[src/logic/id_queue_pkg.sv]
/*
 * Shared constants and types of the ID queue, which keeps FIFO order among
 * entries with the same ID and stores them as linked lists in one data pool
 */
package id_queue_pkg;

    // Bits of an ID carried by every entry
    localparam int ID_WIDTH = 3;

    // Total number of data entries, shared by all IDs
    localparam int CAPACITY = 6;

    // Bits of the data word stored with each entry
    localparam int DATA_WIDTH = 16;

    // Number of distinct IDs that the ID width can name
    localparam int N_IDS = 2 ** ID_WIDTH;

    // One head-tail slot per live ID is enough, and there can never be more
    // live IDs than stored entries
    localparam int HT_CAPACITY = (N_IDS < CAPACITY) ? N_IDS : CAPACITY;

    // Index widths of both tables, kept at one bit even for a single entry
    localparam int HT_IDX_WIDTH = (HT_CAPACITY > 1) ? $clog2(HT_CAPACITY) : 1;
    localparam int LD_IDX_WIDTH = (CAPACITY > 1) ? $clog2(CAPACITY) : 1;

    typedef logic [ID_WIDTH-1:0]     id_t;
    typedef logic [DATA_WIDTH-1:0]   data_t;
    typedef logic [HT_IDX_WIDTH-1:0] ht_idx_t;
    typedef logic [LD_IDX_WIDTH-1:0] ld_idx_t;

    // Head-tail slot, which points at the first and last data entry of one ID
    typedef struct packed {
        id_t     id;
        ld_idx_t head;
        ld_idx_t tail;
        logic    free;
    } ht_entry_t;

    // Data entry of the linked store
    // The next pointer is only meaningful while the entry is not the tail
    typedef struct packed {
        data_t   data;
        ld_idx_t next;
        logic    free;
    } ld_entry_t;

    // Whole data pool, handed to the exists search as one vector
    typedef ld_entry_t [CAPACITY-1:0] ld_table_t;

    // Result of matching one ID against the head-tail table
    typedef struct packed {
        logic    hit;
        ht_idx_t idx;
        ld_idx_t head;
        ld_idx_t tail;
    } ht_lookup_t;

    // Table operation selected by the controller for the coming edge
    typedef enum logic [2:0] {
        OP_NONE,
        OP_PUSH_NEW,
        OP_PUSH_APPEND,
        OP_PEEK,
        OP_POP_ADVANCE,
        OP_POP_LAST
    } queue_op_e;

endpackage

[src/logic/id_queue_ctrl.sv]
/*
 * ID queue controller
 * Gives the push port priority and picks one table operation per cycle
 */
`timescale 1ns/1ps

module id_queue_ctrl (
    input  logic                     inp_req_i,
    input  id_queue_pkg::id_t        inp_id_i,
    input  logic                     oup_req_i,
    input  id_queue_pkg::id_t        oup_id_i,
    input  logic                     oup_pop_i,
    input  logic                     full_i,
    input  id_queue_pkg::ht_lookup_t lookup_i,
    output logic                     inp_gnt_o,
    output logic                     oup_gnt_o,
    output logic                     oup_data_valid_o,
    output id_queue_pkg::id_t        lookup_id_o,
    output id_queue_pkg::queue_op_e  op_o
);

    // High when a push is taken at the next edge
    logic push_gnt;

    // The push grant depends on fullness alone, not on the request
    assign inp_gnt_o = !full_i;
    assign push_gnt  = inp_req_i && !full_i;

    // Only one table access per cycle, so a taken push blocks the output port
    assign oup_gnt_o = oup_req_i && !push_gnt;

    // The output data is valid only if the requested ID is stored
    assign oup_data_valid_o = oup_gnt_o && lookup_i.hit;

    // The single lookup path serves whichever port owns the cycle
    assign lookup_id_o = push_gnt ? inp_id_i : oup_id_i;

    always_comb begin
        op_o = id_queue_pkg::OP_NONE;
        if (push_gnt) begin
            // A new ID opens a fresh list, a known ID extends its list
            if (lookup_i.hit) begin
                op_o = id_queue_pkg::OP_PUSH_APPEND;
            end else begin
                op_o = id_queue_pkg::OP_PUSH_NEW;
            end
        end else if (oup_gnt_o && lookup_i.hit) begin
            if (!oup_pop_i) begin
                op_o = id_queue_pkg::OP_PEEK;
            end else if (lookup_i.head == lookup_i.tail) begin
                // Last entry of this ID, so its head-tail slot goes away too
                op_o = id_queue_pkg::OP_POP_LAST;
            end else begin
                op_o = id_queue_pkg::OP_POP_ADVANCE;
            end
        end
    end

endmodule

[src/logic/id_head_tail_table.sv]
/*
 * Head-tail table of the ID queue
 * Maps each live ID to the head and tail of its list in the data store
 */
`timescale 1ns/1ps

module id_head_tail_table (
    input  logic                     clk_i,
    input  logic                     rst_ni,
    input  id_queue_pkg::id_t        lookup_id_i,
    input  id_queue_pkg::queue_op_e  op_i,
    input  id_queue_pkg::ld_idx_t    alloc_idx_i,
    input  id_queue_pkg::ld_idx_t    head_next_i,
    output id_queue_pkg::ht_lookup_t lookup_o
);

    // Slot registers
    id_queue_pkg::ht_entry_t [id_queue_pkg::HT_CAPACITY-1:0] ht_q;

    // One bit per slot that holds the looked-up ID
    logic [id_queue_pkg::HT_CAPACITY-1:0] match;

    id_queue_pkg::ht_idx_t match_idx;
    id_queue_pkg::ht_idx_t free_idx;

    // Compare the ID against every occupied slot
    always_comb begin
        for (int i = 0; i < id_queue_pkg::HT_CAPACITY; i++) begin
            match[i] = !ht_q[i].free && (ht_q[i].id == lookup_id_i);
        end
    end

    // An ID lives in at most one slot, so the match vector is one-hot
    always_comb begin
        match_idx = '0;
        for (int i = 0; i < id_queue_pkg::HT_CAPACITY; i++) begin
            if (match[i]) begin
                match_idx = id_queue_pkg::ht_idx_t'(i);
            end
        end
    end

    // Lowest free slot, found by scanning downwards
    // A new ID always finds one while the data store has room
    always_comb begin
        free_idx = '0;
        for (int i = id_queue_pkg::HT_CAPACITY - 1; i >= 0; i--) begin
            if (ht_q[i].free) begin
                free_idx = id_queue_pkg::ht_idx_t'(i);
            end
        end
    end

    // Head and tail of the matched slot go to the controller and the store
    always_comb begin
        lookup_o.hit  = |match;
        lookup_o.idx  = match_idx;
        lookup_o.head = ht_q[match_idx].head;
        lookup_o.tail = ht_q[match_idx].tail;
    end

    always_ff @(posedge clk_i or negedge rst_ni) begin
        if (!rst_ni) begin
            for (int i = 0; i < id_queue_pkg::HT_CAPACITY; i++) begin
                ht_q[i] <= '{free: 1'b1, default: '0};
            end
        end else begin
            case (op_i)
                id_queue_pkg::OP_PUSH_NEW: begin
                    // First entry of this ID is both head and tail
                    ht_q[free_idx] <= '{
                        id:   lookup_id_i,
                        head: alloc_idx_i,
                        tail: alloc_idx_i,
                        free: 1'b0
                    };
                end
                id_queue_pkg::OP_PUSH_APPEND: begin
                    ht_q[match_idx].tail <= alloc_idx_i;
                end
                id_queue_pkg::OP_POP_ADVANCE: begin
                    // The store supplies the old head's successor
                    ht_q[match_idx].head <= head_next_i;
                end
                id_queue_pkg::OP_POP_LAST: begin
                    ht_q[match_idx] <= '{free: 1'b1, default: '0};
                end
                default: begin
                    // Peek and idle cycles leave the table as it is
                end
            endcase
        end
    end

endmodule

[src/logic/id_linked_data_store.sv]
/*
 * Linked data store of the ID queue
 * Holds the data pool as singly linked lists, one list per live ID
 */
`timescale 1ns/1ps

module id_linked_data_store (
    input  logic                     clk_i,
    input  logic                     rst_ni,
    input  id_queue_pkg::queue_op_e  op_i,
    input  id_queue_pkg::data_t      inp_data_i,
    input  id_queue_pkg::ht_lookup_t lookup_i,
    output logic                     full_o,
    output id_queue_pkg::ld_idx_t    alloc_idx_o,
    output id_queue_pkg::data_t      head_data_o,
    output id_queue_pkg::ld_idx_t    head_next_o,
    output id_queue_pkg::ld_table_t  table_o
);

    // Entry registers
    id_queue_pkg::ld_table_t table_q;

    // Free flags gathered from all entries
    logic [id_queue_pkg::CAPACITY-1:0] free_vec;

    always_comb begin
        for (int i = 0; i < id_queue_pkg::CAPACITY; i++) begin
            free_vec[i] = table_q[i].free;
        end
    end

    // No free entry means no push can be taken
    assign full_o = !(|free_vec);

    // Lowest free entry is the target of the next push
    always_comb begin
        alloc_idx_o = '0;
        for (int i = id_queue_pkg::CAPACITY - 1; i >= 0; i--) begin
            if (free_vec[i]) begin
                alloc_idx_o = id_queue_pkg::ld_idx_t'(i);
            end
        end
    end

    // Head of the looked-up list, zero when the ID is not stored
    assign head_data_o = lookup_i.hit ? table_q[lookup_i.head].data : '0;

    // Successor of the head, used when a pop advances the list
    assign head_next_o = table_q[lookup_i.head].next;

    assign table_o = table_q;

    always_ff @(posedge clk_i or negedge rst_ni) begin
        if (!rst_ni) begin
            for (int i = 0; i < id_queue_pkg::CAPACITY; i++) begin
                table_q[i] <= '{free: 1'b1, default: '0};
            end
        end else begin
            case (op_i)
                id_queue_pkg::OP_PUSH_NEW: begin
                    table_q[alloc_idx_o] <= '{data: inp_data_i, next: '0, free: 1'b0};
                end
                id_queue_pkg::OP_PUSH_APPEND: begin
                    table_q[alloc_idx_o] <= '{data: inp_data_i, next: '0, free: 1'b0};
                    // The old tail is occupied, so it never aliases the new entry
                    table_q[lookup_i.tail].next <= alloc_idx_o;
                end
                id_queue_pkg::OP_POP_ADVANCE,
                id_queue_pkg::OP_POP_LAST: begin
                    // Data and link of a freed entry are left stale
                    table_q[lookup_i.head].free <= 1'b1;
                end
                default: begin
                    // Peek and idle cycles keep all entries
                end
            endcase
        end
    end

endmodule

[src/logic/id_exists_search.sv]
/*
 * Masked exists search over every occupied entry of the data store
 */
`timescale 1ns/1ps

module id_exists_search (
    input  id_queue_pkg::ld_table_t table_i,
    input  id_queue_pkg::data_t     exists_data_i,
    input  id_queue_pkg::data_t     exists_mask_i,
    input  logic                    exists_req_i,
    output logic                    exists_o,
    output logic                    exists_gnt_o
);

    // One match flag per data entry
    logic [id_queue_pkg::CAPACITY-1:0] entry_hit;

    for (genvar i = 0; i < id_queue_pkg::CAPACITY; i++) begin : gen_cmp
        // Only bits set in the mask take part in the comparison
        // A zero mask therefore matches any occupied entry
        assign entry_hit[i] = !table_i[i].free &&
                (((table_i[i].data ^ exists_data_i) & exists_mask_i) == '0);
    end

    // The search needs no arbitration and answers in the same cycle
    assign exists_gnt_o = exists_req_i;
    assign exists_o     = exists_req_i && (|entry_hit);

endmodule

[src/logic/id_queue.sv]
/*
 * ID queue top level
 * Connects the controller, the head-tail table, the data store and the search
 */
`timescale 1ns/1ps

module id_queue (
    input  logic                clk_i,
    input  logic                rst_ni,

    // Push port
    input  id_queue_pkg::id_t   inp_id_i,
    input  id_queue_pkg::data_t inp_data_i,
    input  logic                inp_req_i,
    output logic                inp_gnt_o,

    // Peek and pop by ID
    input  id_queue_pkg::id_t   oup_id_i,
    input  logic                oup_pop_i,
    input  logic                oup_req_i,
    output id_queue_pkg::data_t oup_data_o,
    output logic                oup_data_valid_o,
    output logic                oup_gnt_o,

    // Masked search, independent of the other two ports
    input  id_queue_pkg::data_t exists_data_i,
    input  id_queue_pkg::data_t exists_mask_i,
    input  logic                exists_req_i,
    output logic                exists_o,
    output logic                exists_gnt_o
);

    id_queue_pkg::id_t          lookup_id;
    id_queue_pkg::ht_lookup_t   lookup;
    id_queue_pkg::queue_op_e    op;
    logic                       full;
    id_queue_pkg::ld_idx_t      alloc_idx;
    id_queue_pkg::ld_idx_t      head_next;
    id_queue_pkg::ld_table_t    ld_table;

    id_queue_ctrl i_ctrl (
        .inp_req_i        (inp_req_i),
        .inp_id_i         (inp_id_i),
        .oup_req_i        (oup_req_i),
        .oup_id_i         (oup_id_i),
        .oup_pop_i        (oup_pop_i),
        .full_i           (full),
        .lookup_i         (lookup),
        .inp_gnt_o        (inp_gnt_o),
        .oup_gnt_o        (oup_gnt_o),
        .oup_data_valid_o (oup_data_valid_o),
        .lookup_id_o      (lookup_id),
        .op_o             (op)
    );

    id_head_tail_table i_ht_table (
        .clk_i       (clk_i),
        .rst_ni      (rst_ni),
        .lookup_id_i (lookup_id),
        .op_i        (op),
        .alloc_idx_i (alloc_idx),
        .head_next_i (head_next),
        .lookup_o    (lookup)
    );

    // Head data of the looked-up ID drives the output port directly
    id_linked_data_store i_ld_store (
        .clk_i       (clk_i),
        .rst_ni      (rst_ni),
        .op_i        (op),
        .inp_data_i  (inp_data_i),
        .lookup_i    (lookup),
        .full_o      (full),
        .alloc_idx_o (alloc_idx),
        .head_data_o (oup_data_o),
        .head_next_o (head_next),
        .table_o     (ld_table)
    );

    id_exists_search i_exists (
        .table_i       (ld_table),
        .exists_data_i (exists_data_i),
        .exists_mask_i (exists_mask_i),
        .exists_req_i  (exists_req_i),
        .exists_o      (exists_o),
        .exists_gnt_o  (exists_gnt_o)
    );

endmodule

[config.mk]
export PLATFORM = sky130hd
export DESIGN_NAME = id_queue
export DESIGN_NICKNAME = d
export VERILOG_FILES = /design/src/logic/id_queue_pkg.sv /design/src/logic/id_queue_ctrl.sv /design/src/logic/id_head_tail_table.sv /design/src/logic/id_linked_data_store.sv /design/src/logic/id_exists_search.sv /design/src/logic/id_queue.sv
export SDC_FILE = /design/constraint.sdc
export NUM_CORES = 1
export LEC_CHECK = 0
export ABC_CLOCK_PERIOD_IN_PS = 7600
export BUFFER_PORTS_ARGS = -buffer_cell sky130_fd_sc_hd__buf_2
export CORE_UTILIZATION = 25
export CTS_CLUSTER_SIZE = 10
export DETAILED_ROUTE_END_ITERATION = 16
export GPL_ROUTABILITY_DRIVEN = 0
export HOLD_SLACK_MARGIN = 0.12
export PLACE_DENSITY_LB_ADDON = 0.15
export SLEW_MARGIN = 30
export SYNTH_ARGS = -nofsm -noshare
export SYNTH_HDL_FRONTEND = slang
export SYNTH_SLANG_ARGS = --single-unit
export TNS_END_PERCENT = 100
[constraint.sdc]
create_clock -name clk_i -period 7.6 [get_ports clk_i]
set_input_delay 1.14 -clock clk_i [delete_from_list [all_inputs] [get_ports clk_i]]
set_output_delay 1.14 -clock clk_i [all_outputs]
set_load 0.03 [all_outputs]
==> impl_metrics.csv <==
group,metric,value,unit
floorplanning,die_height,210.6,um
placed_design,post-place-cells,1701,
logic_synthesis,synth_edf_count,0,
worst_setup_path,arrival,5.36,ns
finish,multi_input_area,0.006056,sq mm
global_route,grt_overflow,0,
clocking,clk_path_buf_depth,2,
logic_synthesis,synthesis.nets,1146,
timing,rsz0062_at_grt,"false",
finish,syn2layout_area_growth,15.37,%
logic_synthesis,ys_ff_latch,180,
worst_setup_path,timing.rr.start,"i_ld_store.table_o[20]",
clocking,postCtsSetupBuffers,0,
timing,slew_headroom,31.74,%
logic_synthesis,syn-cell-area,0.01088,sq mm
floorplanning,core_area,0.04298,sq mm
detailed_routing,wl,41730,um
clocking,clk_pin_slew,0.07,ns
worst_setup_path,cp_top_family,"compound AO/OA/AOI/OAI gates",
finish,final_nets,1197,
floorplanning,io_pins,81,
worst_setup_path,required,6.46,ns
job,maxCapViolCount,0,
worst_setup_path,crit_slowest_cell,"a221o_1",
floorplanning,initial_core_util,25.32,%
hold_path,hold_path_class,"reg2reg",
floorplanning,die_w,210.6,um
hold_path,hp-start,"i_ld_store.table_o[62]",
timing,worstMarginPinSlew,1.011,ns
worst_setup_path,cp_num_buf_inv,1,
timing,hold_viol,0,
global_route,antenna_found_initial,3,
placed_design,io_buffers,80,
detailed_routing,vias,9005,
timing,final.period_utilization,85.52,%
worst_setup_path,path_cells,"nor4_4, a21oi_2, o21ai_0, a211o_1, and3_1, a221o_1, nand2_1, o22ai_1, a21oi_1, buf_2",
logic_synthesis,ys_seq_area_share,41.53,%
clocking,cts_buffers,17,
global_route,grt_pass1_wl,63020,um
worst_setup_path,cp-end-kind,"primary output",
finish,seq_area,0.004519,sq mm
logic_synthesis,synth_warnings,0,
global_route,grtUsageTotal,19.36,%
finish,drive_above_1_share,23.93,%
timing,period_needed,6.500,ns
timing,tns,0,ns
timing,drv_slew,0,
finish,layoutNonFillerInstCount,1734,
clocking,holdBufCountCts,0,
detailed_routing,initialDrtViolationCount,694,
timing,whs,0.4851,ns
timing,clock_skew,0.01165,ns
logic_synthesis,ys_types,74,
worst_setup_path,crit_path_start_kind,"flip-flop",
clocking,cts_resized,0,
logic_synthesis,avgSynthCellArea,10.02,sq um
worst_setup_path,critPathLaunch,"i_ld_store.table_o[20]",
placed_design,dpl_worst_slack,1.247,ns
clocking,clock_sinks,180,
detailed_routing,drt_first_pass_iters,5,
finish,final_common_cell,"dfrtp_1",
placed_design,dpl.hpwl,29750,um
finish,n_fill_cell,4611,
detailed_routing,drc,0,
timing,finalSetupViolations,0,
worst_setup_path,critPathMaxFanout,17,
finish,layout_common_cells,"168 x dfrtp_1, 106 x mux2_2, 105 x xor2_1, 85 x nand2_1, 79 x buf_2",
floorplanning,row_count,76,
detailed_routing,ant_nets,0,
global_route,grt_pass1_vias,9263,
finish,antenna_cells,0,
floorplanning,dieArea,0.04437,sq mm
status,status,"complete, no violations",
worst_setup_path,slowest_delay,0.71,ns
detailed_routing,via_per_inst,5.193,
logic_synthesis,syn_inst,1086,
logic_synthesis,synth_ff_type,"dfrtp_1",
global_route,grt_start_max_net_pins,112,
clocking,tritoncts,"done",
timing,timing.final.ws_setup,1.100,ns
clocking,clockRootBuffer,"clkbuf_16",
worst_setup_path,path_class,"reg2out",
timing,max_clock_freq,153.9,MHz
detailed_routing,wl_per_cell,24.07,um
clocking,clkLatencyLatePin,0.47,ns
logic_synthesis,async_flop_share,100.0,%
clocking,h-tree-depth,4,
final cells by class:
| class | count | area share [%] |
|---|---|---|
| multi-input cells | 819 | 48.24 |
| flip-flops and latches | 180 | 36.00 |
| well taps | 585 | 5.830 |
| repair buffers | 102 | 4.754 |
| clock buffers | 19 | 3.528 |
| clock inverters | 12 | 1.146 |
| inverters | 17 | 0.5083 |
synthesized netlist by cell type, types with 3 or more instances:
cell / instances / area [sq um]
dfrtp_1: 168 / 4204
mux2_2: 106 / 1194
xor2_1: 105 / 919.6
nand2_1: 85 / 319.1
nor2_1: 79 / 296.5
clkbuf_1: 51 / 191.4
o21ai_0: 51 / 255.2
mux2i_1: 45 / 450.4
o22ai_1: 42 / 262.8
a21oi_1: 38 / 190.2
a22oi_1: 24 / 180.2
nand3_1: 21 / 105.1
o2bb2ai_1: 18 / 157.7
xnor2_1: 18 / 157.7
inv_1: 17 / 63.81
nor3_1: 17 / 85.08
a221o_1: 13 / 130.1
o211ai_1: 13 / 97.59
dfstp_2: 12 / 315.3
a22o_1: 11 / 96.34
buf_2: 10 / 50.05
o221ai_1: 9 / 78.83
or3_1: 9 / 56.30
a222oi_1: 8 / 80.08
o21a_1: 8 / 60.06
a31oi_1: 7 / 43.79
nand4_1: 7 / 43.79
a221oi_1: 6 / 52.55
and2_1: 6 / 37.54
buf_1: 6 / 22.52
nand2b_1: 5 / 31.28
nor2b_1: 5 / 31.28
nor4_1: 5 / 31.28
a21boi_0: 4 / 30.03
and3_1: 4 / 25.02
o31ai_1: 3 / 22.52
or2_2: 3 / 18.77
layer usage:
metal	GRT usage [%]	vias to the layer above	routed length [um]	share of wire (%)
li1	-	4115	-	-
met1	26.18	4548	18920	45
met3	2.840	57	1874	4.5
met2	31.87	279	20000	48
met4	5.822	6	907	2.2
met5	0	-	32	0.077
worst min-delay path: cells and delay by family (launching register included):
kind	cells	cell delay (ns)
flip-flops	1	0.35
AO/OA/AOI/OAI	1	0.06
AND/OR/NAND/NOR	1	0.05
logic make-up (layout without fill, tap and decap cells):
group	Yosys count	after routing	synth area share, %
multiplexers	151	151	15.11
flip-flops	180	180	41.53
AO/OA/AOI/OAI	287	287	19.10
XOR/XNOR	123	123	9.900
AND/OR/NAND/NOR	258	258	11.11
buffers and inverters	87	150	3.254
metrics by stage:
| stage | cell area (sq um) | utilization, % |
|---|---|---|
| final | 12550 | 29.21 |
| after global routing | 12550 | 29.21 |
| after CTS | 12520 | 29.13 |
| after detailed placement | 11930 | 27.77 |
| after global placement | 11930 | 27.75 |
| after floorplan | 10880 | - |
final timing paths:
| kind | cells after the start | slack [ns] | endpoint |
|---|---|---|---|
| max | 10 | 1.10 | oup_data_o[2] |
| min reg2reg | 2 | 0.49 | i_ld_store.table_o[62] |
| max reg2reg | 12 | 1.83 | flip-flop |
| min | 2 | 0.49 | i_ld_store.table_o[62] |
| min in group asynchronous | 1 | 0.53 | async pin |
| max in group asynchronous | 2 | 6.08 | i_ld_store.table_o[16] |
Power is not shown: default switching activity piles up to over one toggle a cycle in this logic, so the estimate is an artifact.
